## config.mk

```make
export PLATFORM = sky130hd
export DESIGN_NAME = otp_scrmbl
export DESIGN_NICKNAME = d
export VERILOG_FILES = /design/src/present_pkg.sv /design/src/otp_scrmbl_pkg.sv /design/src/present_round.sv /design/src/scrmbl_ctrl.sv /design/src/scrmbl_datapath.sv /design/src/otp_scrmbl.sv
export VERILOG_INCLUDE_DIRS = /design/src
export SDC_FILE = /design/constraint.sdc
export NUM_CORES = 1
export LEC_CHECK = 0
export ABC_AREA = 1
export ABC_CLOCK_PERIOD_IN_PS = 2900
export BUFFER_PORTS_ARGS = -buffer_cell sky130_fd_sc_hd__buf_4
export CORE_MARGIN = 2
export CORE_UTILIZATION = 30
export CTS_BUF_LIST = sky130_fd_sc_hd__clkbuf_4 sky130_fd_sc_hd__clkbuf_8
export CTS_CLUSTER_SIZE = 10
export DETAILED_ROUTE_END_ITERATION = 6
export GPL_TIMING_DRIVEN = 0
export MAX_ROUTING_LAYER = met4
export PLACE_DENSITY = 0.42
export SETUP_SLACK_MARGIN = 0.3
export SYNTH_ARGS = -nofsm -noshare
export SYNTH_HDL_FRONTEND = slang
export SYNTH_SLANG_ARGS = --single-unit
```

## constraint.sdc

```tcl
create_clock -name clk_i -period 2.9 [get_ports clk_i]
set_input_delay 0.145 -clock clk_i [delete_from_list [all_inputs] [get_ports clk_i]]
set_output_delay 0.145 -clock clk_i [all_outputs]
set_load 0.02 [all_outputs]
```

## src/otp_scrmbl_settings.svh

```systemverilog
// sizes for the OTP scrambling engine
// the key schedule in present_pkg is written for 128-bit keys only
// SCRMBL_SEL_W must cover both table sizes
`ifndef OTP_SCRMBL_SETTINGS_SVH
`define OTP_SCRMBL_SETTINGS_SVH

// cipher block and key width
`define SCRMBL_BLOCK_W 64
`define SCRMBL_KEY_W 128

// full PRESENT round count and width of the round index
`define SCRMBL_NUM_ROUNDS 31
`define SCRMBL_IDX_W 5

// constant table sizes
`define SCRMBL_NUM_KEYS 3
`define SCRMBL_NUM_DIGEST_SETS 2

// width of the table index input
`define SCRMBL_SEL_W 2

`endif

```

## src/present_pkg.sv

```systemverilog
// PRESENT-128 primitives for an iterative one-round datapath
// round index counts from 1 as in the cipher specification
`include "otp_scrmbl_settings.svh"

package present_pkg;

  typedef logic [`SCRMBL_BLOCK_W-1:0] block_t;
  typedef logic [`SCRMBL_KEY_W-1:0]   key_t;
  typedef logic [`SCRMBL_IDX_W-1:0]   round_idx_t;

  // 4-bit substitution table and its inverse with index 0 first
  localparam logic [3:0] SBOX [16] = '{
    4'hc, 4'h5, 4'h6, 4'hb, 4'h9, 4'h0, 4'ha, 4'hd,
    4'h3, 4'he, 4'hf, 4'h8, 4'h4, 4'h7, 4'h1, 4'h2
  };
  localparam logic [3:0] SBOX_INV [16] = '{
    4'h5, 4'he, 4'hf, 4'h8, 4'hc, 4'h1, 4'h2, 4'hd,
    4'hb, 4'h4, 4'h6, 4'h3, 4'h0, 4'h7, 4'h9, 4'ha
  };

  function automatic logic [3:0] sbox4(logic [3:0] x);
    return SBOX[x];
  endfunction

  function automatic logic [3:0] sbox4_inv(logic [3:0] x);
    return SBOX_INV[x];
  endfunction

  // bit i moves to 16*i mod 63 and the top bit stays put
  function automatic block_t perm64(block_t d);
    block_t p;
    for (int i = 0; i < 63; i++) begin
      p[(16 * i) % 63] = d[i];
    end
    p[63] = d[63];
    return p;
  endfunction

  function automatic block_t perm64_inv(block_t d);
    block_t p;
    for (int i = 0; i < 63; i++) begin
      p[i] = d[(16 * i) % 63];
    end
    p[63] = d[63];
    return p;
  endfunction

  // one forward key-schedule step
  // rotate left by 61, substitute the top two nibbles, add the round index
  function automatic key_t key_step_enc(key_t key, round_idx_t idx);
    key_t k;
    k = {key[66:0], key[127:67]};
    k[127:124] = sbox4(k[127:124]);
    k[123:120] = sbox4(k[123:120]);
    k[66:62]   = k[66:62] ^ idx;
    return k;
  endfunction

  // undoes key_step_enc for the same round index
  function automatic key_t key_step_dec(key_t key, round_idx_t idx);
    key_t k;
    k = key;
    k[66:62]   = k[66:62] ^ idx;
    k[127:124] = sbox4_inv(k[127:124]);
    k[123:120] = sbox4_inv(k[123:120]);
    return {k[60:0], k[127:61]};
  endfunction

  // key state after the last encryption round as start point for decryption
  function automatic key_t dec_key_for(key_t key);
    key_t k;
    k = key;
    for (int i = 1; i <= `SCRMBL_NUM_ROUNDS; i++) begin
      k = key_step_enc(k, round_idx_t'(i));
    end
    return k;
  endfunction

endpackage

```

## src/otp_scrmbl_pkg.sv

```systemverilog
// commands, FSM encoding and constant tables of the scrambling engine
// key index 0 is the all-zero key and serves as a known-answer entry
`include "otp_scrmbl_settings.svh"

package otp_scrmbl_pkg;
  import present_pkg::*;

  typedef enum logic [2:0] {
    CMD_DECRYPT         = 3'd0,
    CMD_ENCRYPT         = 3'd1,
    CMD_LOAD_SHADOW     = 3'd2,
    CMD_DIGEST          = 3'd3,
    CMD_DIGEST_INIT     = 3'd4,
    CMD_DIGEST_FINALIZE = 3'd5
  } scrmbl_cmd_e;

  // plain binary state encoding with idle as the reset value
  typedef enum logic [1:0] {
    ST_IDLE    = 2'd0,
    ST_DECRYPT = 2'd1,
    ST_ENCRYPT = 2'd2,
    ST_DIGEST  = 2'd3
  } ctrl_state_e;

  // data state register source
  typedef enum logic [2:0] {
    DATA_SEL_ENC_OUT = 3'd0,
    DATA_SEL_DEC_OUT = 3'd1,
    DATA_SEL_DIGEST  = 3'd2,
    DATA_SEL_ENC_XOR = 3'd3,
    DATA_SEL_INPUT   = 3'd4
  } data_sel_e;

  // key state register source
  typedef enum logic [2:0] {
    KEY_SEL_ENC_OUT      = 3'd0,
    KEY_SEL_DEC_OUT      = 3'd1,
    KEY_SEL_ENC_INIT     = 3'd2,
    KEY_SEL_DEC_INIT     = 3'd3,
    KEY_SEL_DIGEST_CONST = 3'd4,
    KEY_SEL_DIGEST_IN    = 3'd5
  } key_sel_e;

  localparam key_t KEY_TABLE [`SCRMBL_NUM_KEYS] = '{
    128'h0000_0000_0000_0000_0000_0000_0000_0000,
    128'h3ba1_2c7e_90d4_6f58_a2e1_7b0c_d963_45f2,
    128'hc4f0_8e27_1d5a_b396_0e7c_52a8_f41b_6d3e
  };

  localparam block_t DIGEST_IV_TABLE [`SCRMBL_NUM_DIGEST_SETS] = '{
    64'h90c7_f21f_6224_f027,
    64'h2b4e_81d6_a35f_07c9
  };

  localparam key_t DIGEST_CONST_TABLE [`SCRMBL_NUM_DIGEST_SETS] = '{
    128'hf98c_48b1_f937_7284_4a35_5f2b_c8d1_e06a,
    128'h7d16_e2a9_54c0_3bf8_91ae_0c67_d25b_48f3
  };

endpackage

```

## src/present_round.sv

```systemverilog
// one combinational PRESENT-128 round for encryption or decryption by parameter
// the final key addition is applied on the last round index only
// so R iterations from the first index give the complete cipher
`include "otp_scrmbl_settings.svh"

module present_round #(
  parameter bit decrypt_p = 1'b0
) (
  input  present_pkg::block_t     data_i,
  input  present_pkg::key_t       key_i,
  input  present_pkg::round_idx_t idx_i,
  output present_pkg::block_t     data_o,
  output present_pkg::key_t       key_o,
  output present_pkg::round_idx_t idx_o
);
  import present_pkg::*;

  // encryption runs 1..R upwards, decryption R..1 downwards
  localparam round_idx_t LAST_IDX = decrypt_p ? round_idx_t'(1) :
                                                round_idx_t'(`SCRMBL_NUM_ROUNDS);

  block_t data_tmp;
  key_t   key_tmp;

  always_comb begin : p_round
    // round key is the top half of the key state
    data_tmp = data_i ^ key_i[`SCRMBL_KEY_W-1 -: `SCRMBL_BLOCK_W];
    if (decrypt_p) begin
      key_tmp  = key_step_dec(key_i, idx_i);
      data_tmp = perm64_inv(data_tmp);
      for (int i = 0; i < `SCRMBL_BLOCK_W / 4; i++) begin
        data_tmp[4*i +: 4] = sbox4_inv(data_tmp[4*i +: 4]);
      end
      idx_o = idx_i - round_idx_t'(1);
    end else begin
      for (int i = 0; i < `SCRMBL_BLOCK_W / 4; i++) begin
        data_tmp[4*i +: 4] = sbox4(data_tmp[4*i +: 4]);
      end
      data_tmp = perm64(data_tmp);
      key_tmp  = key_step_enc(key_i, idx_i);
      idx_o    = idx_i + round_idx_t'(1);
    end
    // last round adds the stepped key to finish the cipher
    if (idx_i == LAST_IDX) begin
      data_tmp = data_tmp ^ key_tmp[`SCRMBL_KEY_W-1 -: `SCRMBL_BLOCK_W];
    end
    data_o = data_tmp;
    key_o  = key_tmp;
  end

endmodule

```

## src/scrmbl_ctrl.sv

```systemverilog
// command FSM of the scrambling engine with one cipher round per cycle
// commands are taken only in idle, nothing is queued
`include "otp_scrmbl_settings.svh"

module scrmbl_ctrl (
  input  logic                        clk_i,
  input  logic                        rst_ni,
  input  otp_scrmbl_pkg::scrmbl_cmd_e cmd_i,
  input  logic                        valid_i,
  output logic                        ready_o,
  output logic                        valid_o,
  output otp_scrmbl_pkg::data_sel_e   data_sel_o,
  output otp_scrmbl_pkg::key_sel_e    key_sel_o,
  output logic                        data_en_o,
  output logic                        key_en_o,
  output logic                        shadow_load_o,
  output logic                        digest_en_o,
  output logic                        digest_init_o
);
  import otp_scrmbl_pkg::*;

  localparam logic [`SCRMBL_IDX_W-1:0] LAST_CNT = `SCRMBL_IDX_W'(`SCRMBL_NUM_ROUNDS - 1);

  ctrl_state_e                state_d, state_q;
  logic [`SCRMBL_IDX_W-1:0]   cnt_d, cnt_q;
  logic                       valid_d, valid_q;

  assign ready_o = (state_q == ST_IDLE);
  assign valid_o = valid_q;

  always_comb begin : p_fsm
    state_d       = state_q;
    cnt_d         = cnt_q + 1'b1;
    valid_d       = 1'b0;
    data_sel_o    = DATA_SEL_INPUT;
    key_sel_o     = KEY_SEL_DIGEST_IN;
    data_en_o     = 1'b0;
    key_en_o      = 1'b0;
    shadow_load_o = 1'b0;
    digest_en_o   = 1'b0;
    digest_init_o = 1'b0;

    ////////////////////////////////////////////////////////////////////////////
    // idle decodes, round states iterate
    case (state_q)
      ST_IDLE: begin
        cnt_d = '0;
        if (valid_i) begin
          case (cmd_i)
            CMD_DECRYPT: begin
              state_d   = ST_DECRYPT;
              key_sel_o = KEY_SEL_DEC_INIT;
              data_en_o = 1'b1;
              key_en_o  = 1'b1;
            end
            CMD_ENCRYPT: begin
              state_d   = ST_ENCRYPT;
              key_sel_o = KEY_SEL_ENC_INIT;
              data_en_o = 1'b1;
              key_en_o  = 1'b1;
            end
            CMD_LOAD_SHADOW: shadow_load_o = 1'b1;
            // digest state is encrypted under the data block as key
            CMD_DIGEST: begin
              state_d    = ST_DIGEST;
              data_sel_o = DATA_SEL_DIGEST;
              data_en_o  = 1'b1;
              key_en_o   = 1'b1;
            end
            CMD_DIGEST_INIT: begin
              digest_init_o = 1'b1;
              digest_en_o   = 1'b1;
            end
            CMD_DIGEST_FINALIZE: begin
              state_d    = ST_DIGEST;
              data_sel_o = DATA_SEL_DIGEST;
              key_sel_o  = KEY_SEL_DIGEST_CONST;
              data_en_o  = 1'b1;
              key_en_o   = 1'b1;
            end
            default: state_d = ST_IDLE;
          endcase
        end
      end
      ST_DECRYPT, ST_ENCRYPT, ST_DIGEST: begin
        data_sel_o = (state_q == ST_DECRYPT) ? DATA_SEL_DEC_OUT : DATA_SEL_ENC_OUT;
        key_sel_o  = (state_q == ST_DECRYPT) ? KEY_SEL_DEC_OUT : KEY_SEL_ENC_OUT;
        data_en_o  = 1'b1;
        key_en_o   = 1'b1;
        if (cnt_q == LAST_CNT) begin
          state_d = ST_IDLE;
          valid_d = 1'b1;
          // Davies-Meyer feed-forward into its own register so encrypts can interleave
          if (state_q == ST_DIGEST) begin
            data_sel_o  = DATA_SEL_ENC_XOR;
            digest_en_o = 1'b1;
          end
        end
      end
      default: state_d = ST_IDLE;
    endcase
  end

  always_ff @(posedge clk_i or negedge rst_ni) begin : p_regs
    if (!rst_ni) begin
      state_q <= ST_IDLE;
      cnt_q   <= '0;
      valid_q <= 1'b0;
    end else begin
      state_q <= state_d;
      cnt_q   <= cnt_d;
      valid_q <= valid_d;
    end
  end

  // a result is followed by at least one idle cycle
  valid_single_a: assert property (@(posedge clk_i) disable iff (!rst_ni)
    valid_o |=> !valid_o);

endmodule

```

## src/scrmbl_datapath.sv

```systemverilog
// working registers and round logic of the scrambling engine
// digest input block is {data_i, shadow}, the digest state has its own register
// decryption keys are derived from the key table at elaboration
`include "otp_scrmbl_settings.svh"

module scrmbl_datapath (
  input  logic                      clk_i,
  input  logic                      rst_ni,
  input  logic [`SCRMBL_SEL_W-1:0]  sel_i,
  input  present_pkg::block_t       data_i,
  input  otp_scrmbl_pkg::data_sel_e data_sel_i,
  input  otp_scrmbl_pkg::key_sel_e  key_sel_i,
  input  logic                      data_en_i,
  input  logic                      key_en_i,
  input  logic                      shadow_load_i,
  input  logic                      digest_en_i,
  input  logic                      digest_init_i,
  input  logic                      valid_i,
  output present_pkg::block_t       data_o
);
  import present_pkg::*;
  import otp_scrmbl_pkg::*;

  key_t       key_state_d, key_state_q;
  round_idx_t idx_state_d, idx_state_q;
  block_t     data_state_d, data_state_q;
  block_t     digest_state_d, digest_state_q;
  block_t     shadow_q;
  block_t     enc_data_out, dec_data_out, enc_data_xor;
  key_t       enc_key_out, dec_key_out;
  round_idx_t enc_idx_out, dec_idx_out;
  key_t       enc_key_mux, dec_key_mux, digest_const_mux;
  block_t     digest_iv_mux;
  key_t       dec_key_lut [`SCRMBL_NUM_KEYS];

  ////////////////////////////////////////////////////////////////////////////
  // constant tables
  for (genvar k = 0; k < `SCRMBL_NUM_KEYS; k++) begin : gen_dec_keys
    localparam key_t DEC_KEY = dec_key_for(KEY_TABLE[k]);
    assign dec_key_lut[k] = DEC_KEY;
  end

  // out-of-range index reads zero
  always_comb begin : p_const_mux
    enc_key_mux      = '0;
    dec_key_mux      = '0;
    digest_const_mux = '0;
    digest_iv_mux    = '0;
    for (int k = 0; k < `SCRMBL_NUM_KEYS; k++) begin
      if (sel_i == `SCRMBL_SEL_W'(k)) begin
        enc_key_mux = KEY_TABLE[k];
        dec_key_mux = dec_key_lut[k];
      end
    end
    for (int k = 0; k < `SCRMBL_NUM_DIGEST_SETS; k++) begin
      if (sel_i == `SCRMBL_SEL_W'(k)) begin
        digest_const_mux = DIGEST_CONST_TABLE[k];
        digest_iv_mux    = DIGEST_IV_TABLE[k];
      end
    end
  end

  ////////////////////////////////////////////////////////////////////////////
  // state muxes
  assign enc_data_xor   = enc_data_out ^ digest_state_q;
  assign digest_state_d = digest_init_i ? digest_iv_mux : enc_data_xor;

  always_comb begin : p_data_mux
    case (data_sel_i)
      DATA_SEL_ENC_OUT: data_state_d = enc_data_out;
      DATA_SEL_DEC_OUT: data_state_d = dec_data_out;
      DATA_SEL_DIGEST:  data_state_d = digest_state_q;
      DATA_SEL_ENC_XOR: data_state_d = enc_data_xor;
      default:          data_state_d = data_i;
    endcase
  end

  // index starts at 1 except for decryption, which counts down from R
  always_comb begin : p_key_mux
    idx_state_d = round_idx_t'(1);
    case (key_sel_i)
      KEY_SEL_ENC_OUT: begin
        key_state_d = enc_key_out;
        idx_state_d = enc_idx_out;
      end
      KEY_SEL_DEC_OUT: begin
        key_state_d = dec_key_out;
        idx_state_d = dec_idx_out;
      end
      KEY_SEL_ENC_INIT: key_state_d = enc_key_mux;
      KEY_SEL_DEC_INIT: begin
        key_state_d = dec_key_mux;
        idx_state_d = round_idx_t'(`SCRMBL_NUM_ROUNDS);
      end
      KEY_SEL_DIGEST_CONST: key_state_d = digest_const_mux;
      default: key_state_d = {data_i, shadow_q};
    endcase
  end

  ////////////////////////////////////////////////////////////////////////////
  // round instances
  present_round #(
    .decrypt_p(1'b0)
  ) u_round_enc (
    .data_i(data_state_q),
    .key_i (key_state_q),
    .idx_i (idx_state_q),
    .data_o(enc_data_out),
    .key_o (enc_key_out),
    .idx_o (enc_idx_out)
  );

  present_round #(
    .decrypt_p(1'b1)
  ) u_round_dec (
    .data_i(data_state_q),
    .key_i (key_state_q),
    .idx_i (idx_state_q),
    .data_o(dec_data_out),
    .key_o (dec_key_out),
    .idx_o (dec_idx_out)
  );

  always_ff @(posedge clk_i or negedge rst_ni) begin : p_regs
    if (!rst_ni) begin
      key_state_q    <= '0;
      idx_state_q    <= '0;
      data_state_q   <= '0;
      digest_state_q <= '0;
      shadow_q       <= '0;
    end else begin
      if (key_en_i) begin
        key_state_q <= key_state_d;
        idx_state_q <= idx_state_d;
      end
      if (data_en_i) begin
        data_state_q <= data_state_d;
      end
      if (digest_en_i) begin
        digest_state_q <= digest_state_d;
      end
      if (shadow_load_i) begin
        shadow_q <= data_i;
      end
    end
  end

  // result is visible only during the valid pulse
  assign data_o = valid_i ? data_state_q : '0;

  // table index from outside must fit the table the controller picks
  key_sel_range_a: assert property (@(posedge clk_i) disable iff (!rst_ni)
    key_en_i && (key_sel_i inside {KEY_SEL_ENC_INIT, KEY_SEL_DEC_INIT})
    |-> sel_i < `SCRMBL_NUM_KEYS);
  digest_sel_range_a: assert property (@(posedge clk_i) disable iff (!rst_ni)
    (key_en_i && key_sel_i == KEY_SEL_DIGEST_CONST) || digest_init_i
    |-> sel_i < `SCRMBL_NUM_DIGEST_SETS);

endmodule

```

## src/otp_scrmbl.sv

```systemverilog
// PRESENT-128 scrambling engine for the OTP controller
// fixed latency of SCRMBL_NUM_ROUNDS cycles from accept to valid_o
`include "otp_scrmbl_settings.svh"

module otp_scrmbl (
  input  logic                        clk_i,
  input  logic                        rst_ni,
  input  otp_scrmbl_pkg::scrmbl_cmd_e cmd_i,
  input  logic [`SCRMBL_SEL_W-1:0]    sel_i,
  input  present_pkg::block_t         data_i,
  input  logic                        valid_i,
  output logic                        ready_o,
  output present_pkg::block_t         data_o,
  output logic                        valid_o
);
  import otp_scrmbl_pkg::*;

  // controller to datapath steering
  data_sel_e data_sel;
  key_sel_e  key_sel;
  logic      data_en;
  logic      key_en;
  logic      shadow_load;
  logic      digest_en;
  logic      digest_init;

  scrmbl_ctrl u_ctrl (
    .clk_i        (clk_i),
    .rst_ni       (rst_ni),
    .cmd_i        (cmd_i),
    .valid_i      (valid_i),
    .ready_o      (ready_o),
    .valid_o      (valid_o),
    .data_sel_o   (data_sel),
    .key_sel_o    (key_sel),
    .data_en_o    (data_en),
    .key_en_o     (key_en),
    .shadow_load_o(shadow_load),
    .digest_en_o  (digest_en),
    .digest_init_o(digest_init)
  );

  // valid_o also gates the data output
  scrmbl_datapath u_datapath (
    .clk_i        (clk_i),
    .rst_ni       (rst_ni),
    .sel_i        (sel_i),
    .data_i       (data_i),
    .data_sel_i   (data_sel),
    .key_sel_i    (key_sel),
    .data_en_i    (data_en),
    .key_en_i     (key_en),
    .shadow_load_i(shadow_load),
    .digest_en_i  (digest_en),
    .digest_init_i(digest_init),
    .valid_i      (valid_o),
    .data_o       (data_o)
  );

endmodule

```

# Yosys cells after proc, flatten, opt, wreduce, memory -nomap -nowiden
# Memories as Yosys holds them, arrays and structs flattened.
# Cells that the tools add are included.
dict set report op_classes {
  mul 0
  n_reduce_logical 10
  div_mod_pow 0
  n_lt_le_gt_ge 36
  bitwise 42
  shift 0
  n_addsub 3
  muxes 116
  eq_ne 23
}
# cell n
set op_table {}
lappend op_table {{$mux 128} 6}
lappend op_table {{$pmux 128 s5} 1}
lappend op_table {{$mux 64} 6}
lappend op_table {{$mux 4} 72}
lappend op_table {{$pmux 64 s4} 1}
lappend op_table {{$xor 64x64->64} 4}
lappend op_table {{$ge 5x5->1 const B} 36}
lappend op_table {{$not 4->5} 36}
lappend op_table {{$mux 126} 1}
lappend op_table {{$eq 3x2->1 const B} 6}
lappend op_table {{$mux 3} 5}
lappend op_table {{$pmux 5 s3} 1}
lappend op_table {{$mux 1} 13}
lappend op_table {{$pmux 3 s2} 2}
lappend op_table {{$add 5x1->5 const B} 2}
lappend op_table {{$eq 5x5->1 const B} 2}
lappend op_table {{$xor 5x5->5} 2}
lappend op_table {{$eq 3x1->1 const B} 3}
lappend op_table {{$eq 3x3->1 const B} 3}
lappend op_table {{$logic_not 3->1} 3}
lappend op_table {{$pmux 3 s3} 1}
lappend op_table {{$pmux 2 s4} 1}
lappend op_table {{$eq 2x2->1 const B} 3}
lappend op_table {{$eq 5x1->1 const B} 1}
lappend op_table {{other kinds (13)} 19}
dict set report word_totals {
  latch_bits 0
  romBits 2304
  mem_count 36
  register_bits 333
  input_bits 72
  ramBits 0
}
# name words word_bits read_ports rd_ports_with_merged_regs write_ports line
set memory_table {}
lappend memory_table {{(name not given)} 16 4 1 0 0 present_pkg.sv:22} ;# return SBOX[x];
lappend memory_table {{(name not given)} 16 4 1 0 0 present_pkg.sv:26} ;# return SBOX_INV[x];
lappend memory_table {{(name not given)} 16 4 1 0 0 present_pkg.sv:26}
lappend memory_table {{(name not given)} 16 4 1 0 0 present_pkg.sv:26}
lappend memory_table {{(name not given)} 16 4 1 0 0 present_pkg.sv:26}
lappend memory_table {{(name not given)} 16 4 1 0 0 present_pkg.sv:26}
lappend memory_table {{+30 memories} -- -- -- -- -- --}

# Longest topological paths before layout
# Gate-level depths: netlist of the first run.
dict set report depth {
  word_depth 9
  depth_mapped 18
}

# Modules after synthesis
# Synthesis of the first run repeated with hierarchy kept, for this count alone.
dict set report unflattened {
  hier_cells 5947
  area_unflattened_um2 35874.4
}
# mod area_per_inst_um2 instances cells_per_inst
set modules_own_cells {}
lappend modules_own_cells {scrmbl_datapath 20452.1 1 3044}
lappend modules_own_cells {{present_round (u_datapath.u_round_dec)} 8081.5 1 1545}
lappend modules_own_cells {{present_round (u_datapath.u_round_enc)} 6829.0 1 1287}
lappend modules_own_cells {scrmbl_ctrl 511.7 1 71}

# Least setup slack after synthesis of the first run
# Ideal clock, no wire load.
dict set report synth_timing {
  kind {flip-flop to flip-flop}
  startpoint {reg u_datapath.key_state_q[64]}
  endpoint {reg u_datapath.data_state_q[2]}
  required_ps 2784
  path_buffers 0
  stages_incl_launch_ff 16
  slack_ps 835
  synth_period_minus_slack_ps 2065
  arrival_ps 1949
  cell_sequence {dfrtp_1 > inv_1 > nand2_1 > nand2_1 > inv_1 > ha_1 > nand2_1 > nand2_1 > o21ai_0 > nand2_1 > nand2_1 > nor2_1 > nor2_1 > nand2_1 > nand2_1 > nand2_1}
}
dict set report synth_via {
  elab_chain_len 8
}
# item line
set synth_lines {}
lappend synth_lines {{start, declared} scrmbl_datapath.sv:24} ;# key_t key_state_d, key_state_q;
lappend synth_lines {{start signal, assigned} scrmbl_datapath.sv:133} ;# key_state_q <= key_state_d;
lappend synth_lines {{$xor 64x64->64 *} present_round.sv:27} ;# data_tmp = data_i ^ key_i[`SCRMBL_KEY_W-1 -: `SCRMBL_BLOCK_W];
lappend synth_lines {{$not 4->5 (implied by the code) *} present_pkg.sv:26}
lappend synth_lines {{$mem_v2 16x4 *} --}
lappend synth_lines {{$mux 4 (implied by the code) * (2 in series)} present_pkg.sv:26}
lappend synth_lines {{$xor 64x64->64} present_round.sv:45} ;# data_tmp = data_tmp ^ key_tmp[`SCRMBL_KEY_W-1 -: `SCRMBL_BLOCK_W];
lappend synth_lines {{$mux 64 *} present_round.sv:44} ;# if (idx_i == LAST_IDX) begin
lappend synth_lines {{$pmux 64 s4 *} scrmbl_datapath.sv:69} ;# case (data_sel_i)
lappend synth_lines {{end signal, assigned} scrmbl_datapath.sv:137} ;# data_state_q <= data_state_d;
lappend synth_lines {{end, declared} scrmbl_datapath.sv:26} ;# block_t data_state_d, data_state_q;
# Mark *: on every way between the ends. The rest lies on a longest branch, timed or not. The select of a mux whose other input is x is not followed.
# A chain may end at the register's enable or synchronous reset.

# Final worst setup path of the first run
dict set report layout_timing {
  startpoint {reg u_ctrl.state_q[1]}
  endpoint {reg u_datapath.key_state_q[86]}
}
dict set report layout_via {
  elab_chain_len 5
  elab_cells_between_ends 14
}
# item line
set layout_lines {}
lappend layout_lines {{start, declared} scrmbl_ctrl.sv:24} ;# ctrl_state_e state_d, state_q;
lappend layout_lines {{start signal, assigned} scrmbl_ctrl.sv:110} ;# state_q <= state_d;
lappend layout_lines {{$eq 2x2->1 / $eq 2x1->1 (equally long branches)} {scrmbl_ctrl.sv:45, scrmbl_ctrl.sv:87}}
lappend layout_lines {{$reduce_or 3->1 / $mux 1 (equally long branches)} {scrmbl_ctrl.sv:45, scrmbl_ctrl.sv:87}}
lappend layout_lines {{$pmux 3 s2} scrmbl_ctrl.sv:45} ;# case (state_q)
lappend layout_lines {{$eq 3x3->1 (tied with other cells)} scrmbl_datapath.sv:81} ;# case (key_sel_i)
lappend layout_lines {{$pmux 128 s5} scrmbl_datapath.sv:81}
# Several ways; a longest one is shown, not always the timed one.

==> out/results.tsv, run 1 <==
stage	metric	value	unit
cts	htree depth	3	
drt	vias per cell	5.543	
worst_setup_path	crit-path max FO	10	
worst_setup_path	Worst setup EP type	flop	
global_routing	grt total ovfl	0	
cts	total CTS buffers	76	
sta	fin crit share	0.9418	
worst_hold_path	Hold Crit Class	in2reg	
cts	Root Buffer	clkbuf_8	
finish	final net count	5680	
place	IO Port Bufs	137	
sta	RSZ-0062 raised after global routing	yes	
synth	Yosys cell types	49	
sta	final hold viol count	0	
drt	# DRC	0	
floorplan	Core ar.	0.1004	mm2
global_routing	antenna violations before repair	15	
finish	layout cells sized above 1	0.1654	
drt	DRT antenna net count	0	
synth	Syn Area/Cell	6.116	um2
worst_setup_path	Crit path max-delay family	simple AND/OR/NAND/NOR gates	
worst_setup_path	critical path arrival	3.34	ns
synth	Synth Register Bits	333	
worst_setup_path	start point of the critical path	u_ctrl.state_q[1]	
global_routing	first-pass GRT wire length	288100	um
worst_setup_path	worst stage delay on the critical path	0.40	ns
worst_hold_path	hold depth	5	
floorplan	Top-Level Pins	138	
global_routing	largest net degree at the start of global routing	101	
worst_hold_path	hold worst-path end	u_datapath.idx_state_q[4]	
floorplan	Row Count	116	
floorplan	die width	322.9	um
sta	Max Slew Vio Count	0	
synth	Seq/Total Area, Yosys	0.2731	
sta	minimum clock period after layout	2.731	ns
sta	relative slew slack	0.1616	
cts	TritonCTS clock tree	built	
cts	CTS Buffer Depth	3	
floorplan	DIE HEIGHT	322.9	um
worst_setup_path	Worst Reg-to-Reg Cells	11	
sta	final setup fails	0	
synth	Post-Syn Area	0.03051	mm2
cts	clock sinks	333	
cts	CTS clock-pin slew for the worst setup and hold paths	0.07	ns
sta	worst slew pin tran	1.258	ns
worst_setup_path	start of the worst register-to-register path	u_ctrl.state_q[1]	
worst_setup_path	Buf+Inv Stages, Crit Path	4	
floorplan	Initial Util	0.3038	
synth	Post-Synthesis Cells	4989	
sta	clock skew	0.06159	ns
flow_run	Maximum Capacitance Violations	0	
drt	WL/cell	31.72	um
worst_setup_path	CP most frequent cell	nand2_2	
worst_setup_path	crit path kind	reg2reg	
finish	Finished Core Util	0.3832	
finish	Area Overhead vs Synth	26.14	%
drt	Routed WL	216300	um
drt	Iter 0 DRT Violations	4557	
place	dpl hpwl	170700	um
worst_setup_path	critical path, cell by cell	buf_6, inv_4, nand2_8, inv_16, nand2_2, nor2_4, buf_4, nand2_2, nand2_2, nor3_1, o22ai_1	
worst_setup_path	Reg-to-Reg End	u_datapath.key_state_q[86]	
outcome	status	finished, final reports clean	
drt	routed via count	37790	
floorplan	die area	0.1043	mm2
worst_hold_path	Min-Delay Startpoint	valid_i	
place	gp weighted congestion	1.075	
finish	fill count	11220	
worst_setup_path	FF-to-FF setup slack	0.17	ns
worst_setup_path	Worst Setup Start Kind	flop	
synth	Ys Warns	0	
global_routing	Total GRT Usage	0.4193	
drt	Pre-Repair DR Iteration Count	6	
synth	Mapped Nets	5269	
global_routing	vias in the first global route	34040	
sta	Fmax achieved	366.1	MHz
worst_setup_path	worst endpoint required time	3.50	ns
cts	worst skew pair latency	0.79	ns
worst_setup_path	Slowest-stage cell, CP	nand2_2	
==> sequential cells by signal, summed over array words and instances (netlist names) <==
signal,cells
u_datapath.shadow_q,64
u_datapath.key_state_q,128
u_datapath.idx_state_q,5
u_ctrl.state_q,2
u_ctrl.valid_o,1
u_datapath.data_state_q,64
u_ctrl.cnt_q,5
u_datapath.digest_state_q,64
==> Yosys cell counts (all sizes together) <==
| library cell | instances | area (um2) |
|---|---|---|
| xor2 | 18 | 172.7 |
| ha | 208 | 2603 |
| o211ai | 45 | 337.8 |
| o31ai | 3 | 22.52 |
| a22o | 3 | 26.28 |
| nor3 | 56 | 285.3 |
| nor2 | 207 | 812.0 |
| inv | 666 | 2505 |
| xnor2 | 9 | 86.34 |
| nand3b | 12 | 90.09 |
| a211oi | 7 | 52.55 |
| o2111ai | 7 | 61.31 |
| nand3 | 653 | 3273 |
| a221oi | 1 | 8.760 |
| a31oi | 9 | 56.30 |
| mux2 | 20 | 225.2 |
| o21ai | 367 | 1837 |
| clkinv | 1 | 3.750 |
| nor3b | 1 | 7.510 |
| and2 | 1 | 6.260 |
| nand2 | 1911 | 7216 |
| a41oi | 1 | 8.760 |
| dfrtp | 333 | 8333 |
| nand4 | 14 | 87.58 |
| o22ai | 83 | 519.3 |
| clkbuf | 109 | 409.1 |
| nor4 | 4 | 25.02 |
| a22oi | 41 | 307.8 |
| or2 | 9 | 56.30 |
| or3b | 1 | 8.760 |
| a21oi | 84 | 424.2 |
| o221ai | 24 | 210.2 |
| buf | 81 | 432.9 |
==> cell type report <==
cell class	instances	area, um2	area share
Timing Repair Buffer	333	2872	0.07461
Clock inverter	16	181.4	0.004714
Inverter	667	2658	0.06905
Antenna cell	7	17.52	0.0004551
Multi-Input combinational cell	3799	20040	0.5208
Tap cell	1357	1698	0.04412
Clock buffer	116	1465	0.03807
Sequential cell	333	8372	0.2175
Buffer	190	1181	0.03069
==> placed cells by master, fill, tap and decap left out, drive strengths merged, types with 12 or more instances in the layout <==
cell type	count
nand2	1911
nand3	653
inv	637
o21ai	367
buf	340
dfrtp	333
clkbuf	224
ha	208
nor2	207
a21oi	84
o22ai	83
dlygate4sd3	72
nor3	56
o211ai	45
a22oi	41
clkinvlp	35
o221ai	24
mux2	20
xor2	18
nand4	14
nand3b	12
==> worst max path at each step <==
stage / endpoint / slack [ns] / cells past startpoint
global placement: u_datapath.digest_state_q[55] / -2.31 / 1
detailed placement: u_datapath.data_state_q[4] / -0.83 / 8
CTS: u_datapath.data_state_q[15] / 0.10 / 10
floorplan: u_datapath.data_state_q[2] / 0.83 / 15
global route: u_datapath.data_state_q[15] / 0.17 / 11
finish: u_datapath.key_state_q[86] / 0.17 / 11
==> worst reg2reg max path, stage by stage (launching register included) <==
cell,delay (ns)
dfrtp_1,0.37
buf_6,0.15
inv_4,0.13
nand2_8,0.16
inv_16,0.16
nand2_2,0.09
nor2_4,0.19
buf_4,0.17
nand2_2,0.27
nand2_2,0.40
nor3_1,0.10
o22ai_1,0.36
==> kinds of logic after synthesis <==
| kind of cell | after synthesis | synth area share |
|---|---|---|
| AOI/OAI and AO/OA | 675 | 0.1269 |
| xor gates and xnor gates | 27 | 0.008489 |
| adders and majority gates | 208 | 0.08530 |
| buffers and inverters | 857 | 0.1098 |
| DFF | 333 | 0.2731 |
| muxes | 20 | 0.007382 |
| and+or+nand+nor | 2869 | 0.3890 |
==> repair_timing <==
item | 4_1_cts | 5_1_grt
cloned | 0 | 0
hold buffers | 73 | 0
hold endpoints to repair | 436 | 0
setup buffers | 39 | 81
resized for setup | 386 | 213
pin swaps | 15 | 42
endpoints found under the setup margin | 347 | 148
==> layer usage <==
layer | share of wire | vias up | global-route usage
met3 | 0.099 | 502 | 0.07513
li1 | - | 16890 | -
met1 | 0.42 | 18280 | 0.5541
met4 | 0.065 | 0 | 0.2189
met2 | 0.42 | 2119 | 0.6083
met5 | 0 | - | -
==> per-stage QoR <==
step,cell area [um2],worst slack (ns),TNS (ns),instances,hold slack [ns]
3_3_place_gp,33240,-2.310,-803.36,6483,0.4024
3_5_place_dp,33330,-0.8347,-55.04,6486,0.1718
6_report,38490,0.1686,0,6818,0.0001725
4_1_cts,37130,0.1022,0,6730,0.03614
2_1_floorplan,30510,0.8346,0,4989,-0.1506
5_1_grt,38480,0.1716,0,6816,0.04407
Power of run 1 is not shown: default switching activity piles up to over one toggle a cycle in this logic, so the estimate is an artifact.
==> run 2: changes to the inputs <==
--- a/config.mk
+++ b/config.mk
@@ -17,6 +17,7 @@
 export GPL_TIMING_DRIVEN = 0
 export MAX_ROUTING_LAYER = met4
 export PLACE_DENSITY = 0.42
+export REMOVE_ABC_BUFFERS = 1
 export SETUP_SLACK_MARGIN = 0.3
 export SYNTH_ARGS = -nofsm -noshare
 export SYNTH_HDL_FRONTEND = slang
==> run 2 against run 1 <==
Sequential cell count is the same. Non-clock buffer count down 135. Maximum frequency up 3.7%. Routed wire length fell by 16%. Clock skew fell by 0.017 ns. Via count is 4.5% lower. Design area fell by 0.72%. Critical path type unchanged. Largest cell class unchanged.
==> out/results.tsv, run 2 (synthesized netlist as in run 1, its figures left out) <==
stage	metric	value	unit
outcome	status	finished, final reports clean	
power	sequential power share	0.176	
floorplan	Top-Level Pins	138	
sta	Fmax achieved	379.8	MHz
power	Comb pwr share	0.724	
global_routing	first-pass GRT wire length	246800	um
sta	relative slew slack	0.3468	
drt	# DRC	0	
sta	Hold Slack	0.1371	ns
sta	clock skew	0.04417	ns
cts	htree depth	3	
finish	layout cells sized above 1	0.1341	
worst_setup_path	critical path, cell by cell	buf_4, inv_1, ha_1, nand2_1, nor2_4, buf_4, inv_1, nor2_1, nand3_1, nand3_1, nand3_1, nand2_1, nand2_1	
drt	WL/cell	27.06	um
worst_hold_path	hold depth	5	
worst_setup_path	Buf+Inv Stages, Crit Path	4	
global_routing	M2 GR Usage	0.4969	
global_routing	largest net degree at the start of global routing	102	
global_routing	met1 usage	0.4555	
sta	RSZ-0062 raised after global routing	yes	
drt	Routed WL	181000	um
sta	Max Slew Vio Count	0	
sta	final hold viol count	0	
power	Total Power	58.99	mW
finish	Area Overhead vs Synth	25.23	%
cts	CTS clock-pin slew for the worst setup and hold paths	0.07	ns
power	P_sw	35.73	mW
finish	Finished Core Util	0.3804	
worst_setup_path	Reg-to-Reg End	u_datapath.data_state_q[48]	
drt	Pre-Repair DR Iteration Count	6	
worst_setup_path	Slowest-stage cell, CP	dfrtp_2	
finish	max reg flops	128	
cts	total CTS buffers	76	
worst_setup_path	Critical Path Sink	u_datapath.data_state_q[48]	
place	IO Port Bufs	137	
worst_hold_path	Hold Crit Class	in2reg	
global_routing	vias in the first global route	32310	
finish	Reg with most FFs	u_datapath.key_state_q	
finish	final net count	5555	
worst_setup_path	crit-path max FO	8	
global_routing	most used routing layer	met2	
power	Static Leak	20.45	nW
global_routing	grt total ovfl	0	
worst_setup_path	worst stage delay on the critical path	0.42	ns
worst_setup_path	worst endpoint required time	3.52	ns
worst_setup_path	Crit path max-delay family	simple AND/OR/NAND/NOR gates	
global_routing	antenna violations before repair	11	
power	Int Power	23.26	mW
global_routing	Total GRT Usage	0.3459	
cts	Root Buffer	clkbuf_8	
place	dpl hpwl	120100	um
worst_setup_path	Worst setup EP type	flop	
worst_setup_path	Worst Setup Start Kind	flop	
worst_setup_path	FF-to-FF setup slack	0.27	ns
sta	minimum clock period after layout	2.633	ns
place	gp weighted congestion	0.9258	
finish	commonest non-fill, non-tap cell in the layout	nand2_1	
drt	DRT antenna net count	0	
flow_run	Maximum Capacitance Violations	0	
power	Net Sw Frac	0.6057	
floorplan	Core ar.	0.1004	mm2
cts	TritonCTS clock tree	built	
floorplan	Initial Util	0.3038	
floorplan	die area	0.1043	mm2
drt	routed via count	36100	
power	PD cells	1544	mW/mm2
sta	worst slew pin tran	0.9787	ns
worst_setup_path	start point of the critical path	u_datapath.idx_state_q[1]	
sta	final setup fails	0	
power	Clk pwr share	0.099	
worst_setup_path	crit path kind	reg2reg	
cts	CTS Buffer Depth	3	
drt	Iter 0 DRT Violations	4488	
worst_setup_path	critical path arrival	3.26	ns
cts	clock sinks	333	
global_routing	M3 GR Usage	0.06480	
drt	vias per cell	5.398	
floorplan	die width	322.9	um
sta	fin crit share	0.9079	
power	Max VDD drop	0.5264	mV
finish	leading cell types in the layout, fill and taps excluded	nand2_1 (1822), nand3_1 (641), inv_1 (615)	
worst_setup_path	start of the worst register-to-register path	u_datapath.idx_state_q[1]	
worst_setup_path	Worst Reg-to-Reg Cells	13	
worst_setup_path	stages on the worst setup path	13	
cts	worst skew pair latency	0.75	ns
floorplan	Row Count	116	
floorplan	DIE HEIGHT	322.9	um
-- run 2: layer usage --
layer | wire length, um | vias to the layer above
li1 | - | 16660
met1 | 77390 | 17130
met2 | 75690 | 1879
met3 | 16310 | 435
met4 | 11610 | 0
met5 | 0 | -
-- run 2: worst min-delay path by stage --
stage / slack, ns / endpoint / start
after detailed placement: 0.16 / u_ctrl.cnt_q[0] / rst_ni
after CTS: 0.007 / u_ctrl.state_q[0] / cmd_i[1]
final: 0.14 / u_datapath.digest_state_q[3] / sel_i[1]
after floorplan: -0.15 / u_ctrl.cnt_q[0] / rst_ni
after global placement: 0.40 / u_datapath.shadow_q[7] / data_i[7]
after global routing: 0.15 / u_datapath.digest_state_q[3] / sel_i[1]
-- run 2: worst reg2reg max path: stages (launching register included) --
cell and delay (ns):
dfrtp_2 0.42, buf_4 0.14, inv_1 0.12, ha_1 0.17, nand2_1 0.08, nor2_4 0.15
buf_4 0.21, inv_1 0.28, nor2_1 0.25, nand3_1 0.10, nand3_1 0.22, nand3_1 0.22
nand2_1 0.11, nand2_1 0.05
-- run 2: final cells by class --
type	instances	area, um2
repair inverters	5	43.79
clock inverters	8	42.54
flip-flops and latches	333	8364
clock buffers	119	1481
multi-input cells	3804	19860
diodes	8	20.02
fillers	11080	62230
repair buffers	388	3996
well taps	1357	1698
inverters	667	2701
-- run 2: through the flow --
stage	TNS (ns)	setup slack (ns)	std cells	cell area, um2
4_1_cts	0	0.07782	6607	37130
5_1_grt	0	0.2401	6687	38200
3_3_place_gp	-4497.84	-17.93	6293	32390
6_report	0	0.2671	6689	38210
2_1_floorplan	-981.23	-5.577	4799	29670
3_5_place_dp	-570.04	-3.168	6321	33200
-- run 2: repair_timing --
| item | 4_1_cts | 5_1_grt |
|---|---|---|
| setup endpoints to repair | 333 | 153 |
| hold endpoints to repair | 406 | 0 |
| gates resized for setup | 191 | 117 |
| pin swaps | 17 | 25 |
| buffers inserted | 70 | 70 |
| hold buffers | 73 | 0 |
| gates cloned | 16 | 4 |
-- run 2: power by group through the flow --
stage	clock network (mW)	logic, mW	registers [mW]
after floorplan	0	24.3	8.74
after global placement	0	34.8	10.3
after detailed placement	0	36.9	10.2
after CTS	5.94	40.0	10.2
after global routing	6.14	46.5	10.6
final	5.87	42.7	10.4
No activity file was read; power rests on OpenSTA's default activity.
